**config.mk**
```make
export PLATFORM = sky130hd
export DESIGN_NAME = csr_unit
export DESIGN_NICKNAME = d
export VERILOG_FILES = /design/src/source/csr_pkg.sv /design/src/source/csr_decode.sv /design/src/source/csr_execute.sv /design/src/source/csr_result.sv /design/src/source/csr_file.sv /design/src/source/csr_unit.sv
export SDC_FILE = /design/constraint.sdc
export NUM_CORES = 2
export LEC_CHECK = 0
export ABC_AREA = 1
export BUFFER_PORTS_ARGS = -buffer_cell sky130_fd_sc_hd__buf_2
export CORE_ASPECT_RATIO = 1.4
export CORE_UTILIZATION = 30
export CTS_CLUSTER_SIZE = 8
export DETAILED_ROUTE_END_ITERATION = 10
export HOLD_SLACK_MARGIN = 0.1
export PLACE_DENSITY = 0.4
export SETUP_SLACK_MARGIN = 0.05
export SLEW_MARGIN = 20
export SYNTH_ARGS = -nofsm -noshare
export SYNTH_HDL_FRONTEND = slang
export SYNTH_SLANG_ARGS = --single-unit
```
**constraint.sdc**
```tcl
create_clock -name clk -period 2.8 [get_ports clk]
set_input_delay 0.14 -clock clk [delete_from_list [all_inputs] [get_ports clk]]
set_output_delay 0.14 -clock clk [all_outputs]
set_load 0.005 [all_outputs]
```
**src/source/csr_pkg.sv**
```systemverilog
/*
 * Shared types and constants for the Zicsr CSR path.
 * Holds the CSR and register index types, the operation kind,
 * the decoded-instruction struct and the SYSTEM opcode fields.
 * Modules pull this in with a wildcard import in their header.
 */
`default_nettype none

package csr_pkg;

    // ******************************
    // Sizes and index types
    // ******************************

    // Entries in the flat CSR file
    localparam int CSR_DEPTH = 32;

    typedef logic [4:0] csr_addr_t;
    typedef logic [4:0] reg_addr_t;
    typedef logic [6:0] opcode_t;
    typedef logic [2:0] funct3_t;

    // Encoding follows funct3[1:0] of the Zicsr group
    typedef enum logic [1:0] {
        CSR_OP_WRITE = 2'b01,
        CSR_OP_SET   = 2'b10,
        CSR_OP_CLEAR = 2'b11
    } csr_op_e;

    // Control fields only, 20 bits
    typedef struct packed {
        csr_op_e    op;
        logic       use_imm;   // source is zimm, not rs1
        logic [4:0] zimm;      // rs1 field as an immediate
        reg_addr_t  rd;
        csr_addr_t  csr_addr;
        logic       csr_we;
        logic       illegal;
    } csr_dec_t;

    // ******************************
    // Instruction field constants
    // ******************************
    localparam opcode_t OPCODE_SYSTEM = 7'b1110011;

    localparam funct3_t FUNCT3_CSRRW  = 3'b001;
    localparam funct3_t FUNCT3_CSRRS  = 3'b010;
    localparam funct3_t FUNCT3_CSRRC  = 3'b011;
    localparam funct3_t FUNCT3_CSRRWI = 3'b101;
    localparam funct3_t FUNCT3_CSRRSI = 3'b110;
    localparam funct3_t FUNCT3_CSRRCI = 3'b111;

endpackage

`default_nettype wire

```
**src/source/csr_decode.sv**
```systemverilog
/*
 * Decode stage of the CSR path.
 * Splits the instruction word, maps funct3 to the operation, flags
 * illegal encodings and decides whether the CSR is written.
 * The result and the rs1 value are registered on a valid strobe.
 */
`timescale 1ns/1ps
`default_nettype none

module csr_decode
    import csr_pkg::*;
#(
    parameter int XLEN = 32
) (
    input  logic            clk,
    input  logic            reset_i,
    input  logic            instr_valid_i,
    input  logic [31:0]     instr_i,
    input  logic [XLEN-1:0] rs1_data_i,
    output logic            dec_valid_o,
    output csr_dec_t        dec_o,
    output logic [XLEN-1:0] rs1_data_o
);

    opcode_t     opcode;
    funct3_t     funct3;
    reg_addr_t   rd_field;
    reg_addr_t   rs1_field;
    logic [11:0] csr_field;
    logic        funct3_ok;
    csr_dec_t    dec_next;

    // I-type field split
    assign opcode    = instr_i[6:0];
    assign rd_field  = instr_i[11:7];
    assign funct3    = instr_i[14:12];
    assign rs1_field = instr_i[19:15];
    assign csr_field = instr_i[31:20];

    // ******************************
    // Field decode
    // ******************************
    always_comb begin
        dec_next.op      = CSR_OP_WRITE;
        dec_next.use_imm = 1'b0;
        funct3_ok        = 1'b1;

        case (funct3)
            FUNCT3_CSRRW:  dec_next.op = CSR_OP_WRITE;
            FUNCT3_CSRRS:  dec_next.op = CSR_OP_SET;
            FUNCT3_CSRRC:  dec_next.op = CSR_OP_CLEAR;
            FUNCT3_CSRRWI: begin
                dec_next.op      = CSR_OP_WRITE;
                dec_next.use_imm = 1'b1;
            end
            FUNCT3_CSRRSI: begin
                dec_next.op      = CSR_OP_SET;
                dec_next.use_imm = 1'b1;
            end
            FUNCT3_CSRRCI: begin
                dec_next.op      = CSR_OP_CLEAR;
                dec_next.use_imm = 1'b1;
            end
            // ECALL/EBREAK and reserved codes
            default:       funct3_ok = 1'b0;
        endcase

        dec_next.zimm     = rs1_field;
        dec_next.rd       = rd_field;
        dec_next.csr_addr = csr_field[4:0];

        // Only the low 32 CSR numbers are implemented
        dec_next.illegal = (opcode != OPCODE_SYSTEM) || !funct3_ok ||
                           (csr_field[11:5] != 7'd0);

        // Set/clear with a zero source leave the CSR alone
        dec_next.csr_we = !dec_next.illegal &&
                          (dec_next.csr_addr != csr_addr_t'(0)) &&
                          ((dec_next.op == CSR_OP_WRITE) || (rs1_field != reg_addr_t'(0)));
    end

    // ******************************
    // Decode stage register
    // ******************************
    always_ff @(posedge clk) begin
        if (reset_i) begin
            dec_valid_o <= 1'b0;
        end else begin
            dec_valid_o <= instr_valid_i;
        end
    end

    // Payload only follows a valid strobe
    always_ff @(posedge clk) begin
        if (instr_valid_i) begin
            dec_o      <= dec_next;
            rs1_data_o <= rs1_data_i;
        end
    end

endmodule

`default_nettype wire

```
**src/source/csr_execute.sv**
```systemverilog
/*
 * Execute stage of the CSR path, purely combinational.
 * Drives the CSR read address, picks rs1 or the zero-extended
 * immediate as the source and forms the new CSR value.
 * Outputs feed the result stage register directly.
 */
`timescale 1ns/1ps
`default_nettype none

module csr_execute
    import csr_pkg::*;
#(
    parameter int XLEN = 32
) (
    input  logic            dec_valid_i,
    input  csr_dec_t        dec_i,
    input  logic [XLEN-1:0] rs1_data_i,
    output csr_addr_t       csr_addr_o,
    input  logic [XLEN-1:0] csr_old_i,
    output logic            ex_valid_o,
    output csr_dec_t        ex_dec_o,
    output logic [XLEN-1:0] csr_old_o,
    output logic [XLEN-1:0] csr_new_o
);

    logic [XLEN-1:0] src;

    // Read port of the CSR file, forwarding happens there
    assign csr_addr_o = dec_i.csr_addr;

    // ******************************
    // Source operand
    // ******************************
    always_comb begin
        if (dec_i.use_imm) begin
            // zimm is unsigned, upper bits zero
            src = XLEN'(dec_i.zimm);
        end else begin
            src = rs1_data_i;
        end
    end

    // ******************************
    // New value
    // ******************************
    always_comb begin
        case (dec_i.op)
            CSR_OP_SET:   csr_new_o = csr_old_i | src;
            CSR_OP_CLEAR: csr_new_o = csr_old_i & ~src;
            // Plain write
            default:      csr_new_o = src;
        endcase
    end

    // Hand over to result stage
    assign ex_valid_o = dec_valid_i;
    assign ex_dec_o   = dec_i;

    // Old value goes back to rd
    assign csr_old_o  = csr_old_i;

endmodule

`default_nettype wire

```
**src/source/csr_result.sv**
```systemverilog
/*
 * Result stage of the CSR path.
 * Registers the execute outputs, then drives the CSR write port
 * and the rd writeback for one cycle, or pulses the illegal flag.
 * The CSR write lands in the file on the following edge.
 */
`timescale 1ns/1ps
`default_nettype none

module csr_result
    import csr_pkg::*;
#(
    parameter int XLEN = 32
) (
    input  logic            clk,
    input  logic            reset_i,
    input  logic            ex_valid_i,
    input  csr_dec_t        ex_dec_i,
    input  logic [XLEN-1:0] csr_old_i,
    input  logic [XLEN-1:0] csr_new_i,
    output logic            wr_en_o,
    output csr_addr_t       wr_addr_o,
    output logic [XLEN-1:0] wr_data_o,
    output logic            rd_we_o,
    output reg_addr_t       rd_addr_o,
    output logic [XLEN-1:0] rd_data_o,
    output logic            illegal_o
);

    logic            res_valid;
    csr_dec_t        res_dec;
    logic [XLEN-1:0] res_old;
    logic [XLEN-1:0] res_new;

    // ******************************
    // Stage register
    // ******************************
    always_ff @(posedge clk) begin
        if (reset_i) begin
            res_valid <= 1'b0;
        end else begin
            res_valid <= ex_valid_i;
        end
    end

    always_ff @(posedge clk) begin
        res_dec <= ex_dec_i;
        res_old <= csr_old_i;
        res_new <= csr_new_i;
    end

    // CSR write port, csr_we already excludes illegal and index 0
    assign wr_en_o   = res_valid && res_dec.csr_we;
    assign wr_addr_o = res_dec.csr_addr;
    assign wr_data_o = res_new;

    // rd writeback, x0 never written
    assign rd_we_o   = res_valid && !res_dec.illegal && (res_dec.rd != reg_addr_t'(0));
    assign rd_addr_o = res_dec.rd;
    assign rd_data_o = res_old;

    // One-cycle flag per bad instruction
    assign illegal_o = res_valid && res_dec.illegal;

endmodule

`default_nettype wire

```
**src/source/csr_file.sv**
```systemverilog
/*
 * Flat CSR storage, CSR_DEPTH entries of XLEN bits.
 * One combinational read port and one write port; a read of the
 * index being written sees the write data in the same cycle.
 * Entry 0 reads as zero and ignores writes.
 */
`timescale 1ns/1ps
`default_nettype none

module csr_file
    import csr_pkg::*;
#(
    parameter int XLEN = 32
) (
    input  logic            clk,
    input  logic            reset_i,
    input  csr_addr_t       rd_addr_i,
    output logic [XLEN-1:0] rd_data_o,
    input  logic            wr_en_i,
    input  csr_addr_t       wr_addr_i,
    input  logic [XLEN-1:0] wr_data_i
);

    logic [XLEN-1:0] mem [CSR_DEPTH];

    // ******************************
    // Read with forwarding
    // ******************************
    always_comb begin
        if (rd_addr_i == csr_addr_t'(0)) begin
            rd_data_o = '0;
        end else if (wr_en_i && (wr_addr_i == rd_addr_i)) begin
            // Pending write from the result stage wins
            rd_data_o = wr_data_i;
        end else begin
            rd_data_o = mem[rd_addr_i];
        end
    end

    // ******************************
    // Write and reset clear
    // ******************************
    always_ff @(posedge clk) begin
        if (reset_i) begin
            for (int i = 0; i < CSR_DEPTH; i++) begin
                mem[i] <= '0;
            end
        end else if (wr_en_i && (wr_addr_i != csr_addr_t'(0))) begin
            mem[wr_addr_i] <= wr_data_i;
        end
    end

endmodule

`default_nettype wire

```
**src/source/csr_unit.sv**
```systemverilog
/*
 * Top of the CSR path: decode, execute, result and CSR file.
 * Takes one Zicsr instruction per cycle with its rs1 value and
 * returns the old CSR value for rd two cycles later.
 * XLEN is set here and passed to every block.
 */
`timescale 1ns/1ps
`default_nettype none

module csr_unit
    import csr_pkg::*;
#(
    parameter int XLEN = 32
) (
    input  logic            clk,
    input  logic            reset_i,
    input  logic            instr_valid_i,
    input  logic [31:0]     instr_i,
    input  logic [XLEN-1:0] rs1_data_i,
    output logic            rd_we_o,
    output reg_addr_t       rd_addr_o,
    output logic [XLEN-1:0] rd_data_o,
    output logic            illegal_o
);

    // Decode to execute
    logic            dec_valid;
    csr_dec_t        dec;
    logic [XLEN-1:0] dec_rs1;

    // Execute to file and result
    csr_addr_t       rd_csr_addr;
    logic [XLEN-1:0] csr_rd_data;
    logic            ex_valid;
    csr_dec_t        ex_dec;
    logic [XLEN-1:0] csr_old;
    logic [XLEN-1:0] csr_new;

    // Result to file
    logic            wr_en;
    csr_addr_t       wr_addr;
    logic [XLEN-1:0] wr_data;

    // ******************************
    // Pipeline
    // ******************************
    csr_decode #(.XLEN(XLEN)) u_decode (
        .clk           (clk),
        .reset_i       (reset_i),
        .instr_valid_i (instr_valid_i),
        .instr_i       (instr_i),
        .rs1_data_i    (rs1_data_i),
        .dec_valid_o   (dec_valid),
        .dec_o         (dec),
        .rs1_data_o    (dec_rs1)
    );

    csr_execute #(.XLEN(XLEN)) u_execute (
        .dec_valid_i (dec_valid),
        .dec_i       (dec),
        .rs1_data_i  (dec_rs1),
        .csr_addr_o  (rd_csr_addr),
        .csr_old_i   (csr_rd_data),
        .ex_valid_o  (ex_valid),
        .ex_dec_o    (ex_dec),
        .csr_old_o   (csr_old),
        .csr_new_o   (csr_new)
    );

    csr_result #(.XLEN(XLEN)) u_result (
        .clk        (clk),
        .reset_i    (reset_i),
        .ex_valid_i (ex_valid),
        .ex_dec_i   (ex_dec),
        .csr_old_i  (csr_old),
        .csr_new_i  (csr_new),
        .wr_en_o    (wr_en),
        .wr_addr_o  (wr_addr),
        .wr_data_o  (wr_data),
        .rd_we_o    (rd_we_o),
        .rd_addr_o  (rd_addr_o),
        .rd_data_o  (rd_data_o),
        .illegal_o  (illegal_o)
    );

    // Storage with forwarding from the result stage
    csr_file #(.XLEN(XLEN)) u_file (
        .clk       (clk),
        .reset_i   (reset_i),
        .rd_addr_i (rd_csr_addr),
        .rd_data_o (csr_rd_data),
        .wr_en_i   (wr_en),
        .wr_addr_i (wr_addr),
        .wr_data_i (wr_data)
    );

endmodule

`default_nettype wire

```
==> flow_metrics.tcl <==
set metrics [dict create \
    die_w_um 354.1 \
    clk_path_buf_depth 3 \
    regArea_mm2 0.03399 \
    port_buffers 105 \
    worstHoldStart "instr_i[20]" \
    crit_arrival_ps 3330 \
    crit_path_end_kind "register" \
    drv_cap 0 \
    intPower_mw 32.26 \
    drtIter0Drc 2925 \
    outcome "complete, no violations" \
    dr_total_vias 39100 \
    power.density_mw_per_mm2 727.0 \
    slew-limit-headroom_pct 41.04 \
    synth_ff_type "edfxtp_1" \
    drc 0 \
    p_comb_share_pct 14.3 \
    reg2reg_depth 10 \
    yosysWarningCount 0 \
    dpl_cell_area_mm2 0.05656 \
    dpl.hpwl_mm 127.2 \
    drv_slew 0 \
    synthTopCellsByCount "1480 x nor2_1, 1076 x edfxtp_1, 1066 x nand2_1" \
    clkTransAtPathRegs_ps 50 \
    yosysMostFrequentCell "nor2_1" \
    yosys-top-cells-area "edfxtp_1 62%, nor2_1 11%, nand2_1 7.7%" \
    design.die.area_mm2 0.1752 \
    fin_skew_ps 38.08 \
    grt_busiest_layer "met2" \
    hold_end "u_decode.dec_o[2]$_DFFE_PP_" \
    worstSkewPairLatency_ps 810 \
    crit_type "reg -> reg" \
    drt-pass1-iter-count 6 \
    grt_max_degree 67 \
    start_util_pct 30.25 \
    num-fill-cells 17590 \
    p_switching_mw 12.95 \
    avgSynthCellArea_um2 9.627 \
    worstPathRequired_ps 3480 \
    cp_max_fo 66 \
    final_nets 5721 \
    fin_crit_sh_pct 94.56 \
    tns_ps 0 \
    setup_viol 0 \
    num_rows 180 \
    grt_first_pass_wirelength_mm 287.6 \
    path_common_cell "nand3_1" \
    die-height_um 494.9 \
    vias_per_cell 4.880 \
    min_period_ps 2648 \
    slowest_delay_ps 410 \
    final_hold_viol_count 0 \
    cts_root_buffer "clkbuf_16" \
    grt_pass1_vias 38970 \
    hold_class "in -> reg" \
    tightest_slew_ps 883.5 \
    drt_wl_total_mm 202.6 \
    synth-seq-area-share_pct 65.26 \
    track_usage_pct 23.02 \
    cts_buffers 163 \
    swShare_pct 28.65 \
    grtUsageMet3_pct 2.727 \
    io-pin-count 106 \
    crit_path_top_delay_cell "dfxtp_4" \
    yosys.area.top_type "edfxtp_1" \
    synth_top_area_share_pct 62.07 \
    netlist_area_mm2 0.05205 \
    multi_input_area_mm2 0.01480 \
    htreeDepth 4 \
    avgRoutedWirePerCell_um 25.29 \
    clock_power_share_pct 41.3 \
    vdd_drop_max_mv 0.7594 \
    async_flop_share_pct 0 \
    detail-route-antenna-nets 0 \
    cts_tree "built" \
    grt-ovfl-total 0 \
    gp_congestion 0.8463 \
    power_frac_seq_pct 44.4 \
    r2r_end "u_result.rd_data_o[19]$_DFF_P_" \
    layout-drive-gt1-share_pct 11.23 \
    hold_path_depth 2 \
    rsz0062_at_grt "false" \
    grt_antenna_before_repair 2 \
    max_freq_ghz 0.3777 \
    gr-usage-met1_pct 27.31 \
    yosysUniqueCellTypes 33 \
    cts_sinks 1159 \
    post_cts_resize_count 0 \
    synth_cells 5407 \
    path_cells "inv_16, buf_12, nand2_1, nand2_1, nand2_1, nand3_1, nand3_1, nand3_1, nand3_1, a21oi_1" \
    p_leak_nw 24.83 \
    critPathLaunchType "register" \
    fin_area_mm2 0.06219 \
    synth_edf_count 1076 \
    yosys_register_bits 1159 \
    areaGrowthSynthToFinish_pct 19.47 \
    met2_usage_pct 41.19 \
    ff2ff_setup_slack_ps 150 \
    coreArea_mm2 0.1721 \
]
## what timing repair did
action / 4_1_cts / 5_1_grt
setup buffers: 0 / 0
hold endpoints to repair: 143 / 0
endpoints found under the setup margin: 0 / 0
hold buffers: 99 / 0
## per-layer routing
layer | wire (um) | share of wire [%] | up-vias
met5 | 0 | 0 | -
li1 | - | - | 18180
met2 | 104300 | 51 | 927
met1 | 80680 | 40 | 19670
met3 | 7638 | 3.8 | 324
met4 | 9973 | 4.9 | 0
## worst max-delay path: cells and delay by family (launching register included)
kind | cells | cell delay [ps]
simple gates | 7 | 1160
buf+inv | 2 | 550
flops | 1 | 410
compound gates | 1 | 330
## layout by cell type, fill, tap and decap left out, drive strengths merged
cell type	count
nand3	556
o22ai	1
and2	17
o21ai	222
bufinv	1
o211ai	68
nand3b	1
nor3	7
nand4	1
mux2	5
a21oi	36
a221oi	1
or2	1
buf	389
conb	32
nor2	1509
clkinv	4
dfxtp	83
diode	4
nand2	1067
xor2	2
clkbuf	229
inv	321
nor4	4
clkinvlp	1
dlygate4sd3	99
edfxtp	1076
## flip-flops by register name, summed over array words and instances, names as in the netlist, named ones only
name,flops
u_decode.dec_o,20
u_decode.dec_valid_o,1
u_decode.rs1_data_o,32
u_file.mem,1024
u_result.rd_addr_o,5
u_result.rd_data_o,32
u_result.res_dec,2
u_result.res_valid,1
u_result.wr_addr_o,5
u_result.wr_data_o,32
## final cells by class
type,instances,share of cell area (%)
tap,2275,4.577
timing repair buffer,488,7.597
clock inverter,15,0.4144
inverter,312,1.929
multi-input combinational,3530,23.79
clock buffer,229,7.025
sequential,1159,54.65
antenna,4,0.01609
## power groups by stage
stage	Clock, mW	Combinational, mW	Sequential (mW)
floorplan	0	3.11	20.2
global placement	0	6.45	20.4
detailed placement	0	6.44	20.4
CTS	19.1	6.56	20.1
global route	19.7	6.90	20.1
finish	18.7	6.47	20.1
## worst max-delay path by stage
stage          slack (ps)  depth (start not counted)                        endpoint
6_report              150                         10  u_result.rd_data_o[19]$_DFF_P_
5_1_grt                80                         11  u_result.rd_data_o[19]$_DFF_P_
4_1_cts               110                         10  u_result.rd_data_o[19]$_DFF_P_
3_5_place_dp          120                         10  u_result.rd_data_o[19]$_DFF_P_
3_3_place_gp          120                         10  u_result.rd_data_o[19]$_DFF_P_
2_1_floorplan         380                          9  u_file.mem[5][0]$_SDFFCE_PN0P_
## cells by family after synthesis
family,Yosys count,synth area share [%]
AND/OR/NAND/NOR,3163,24.46
buffers and inverters,749,6.636
flip-flops,1159,65.26
XOR/XNOR,2,0.03366
AO/OA/AOI/OAI,328,3.490
multiplexers,5,0.1082
other,1,0.007204
## through the flow
| step | hold WS [ps] | utilization, % | worst slack [ps] | std cells | total power, mW |
|---|---|---|---|---|---|
| 2_1_floorplan | 211.2 | - | 382.7 | 5438 | 23.35 |
| 3_3_place_gp | 317.9 | 32.87 | 118.6 | 7665 | 26.84 |
| 3_5_place_dp | 318.8 | 32.87 | 124.8 | 7665 | 26.85 |
| 4_1_cts | 101.6 | 36.14 | 111.3 | 8008 | 45.76 |
| 5_1_grt | 143.6 | 36.14 | 75.81 | 8009 | 46.73 |
| 6_report | 161.0 | 36.14 | 152.4 | 8012 | 45.21 |
(Power assumes the default switching activity.)
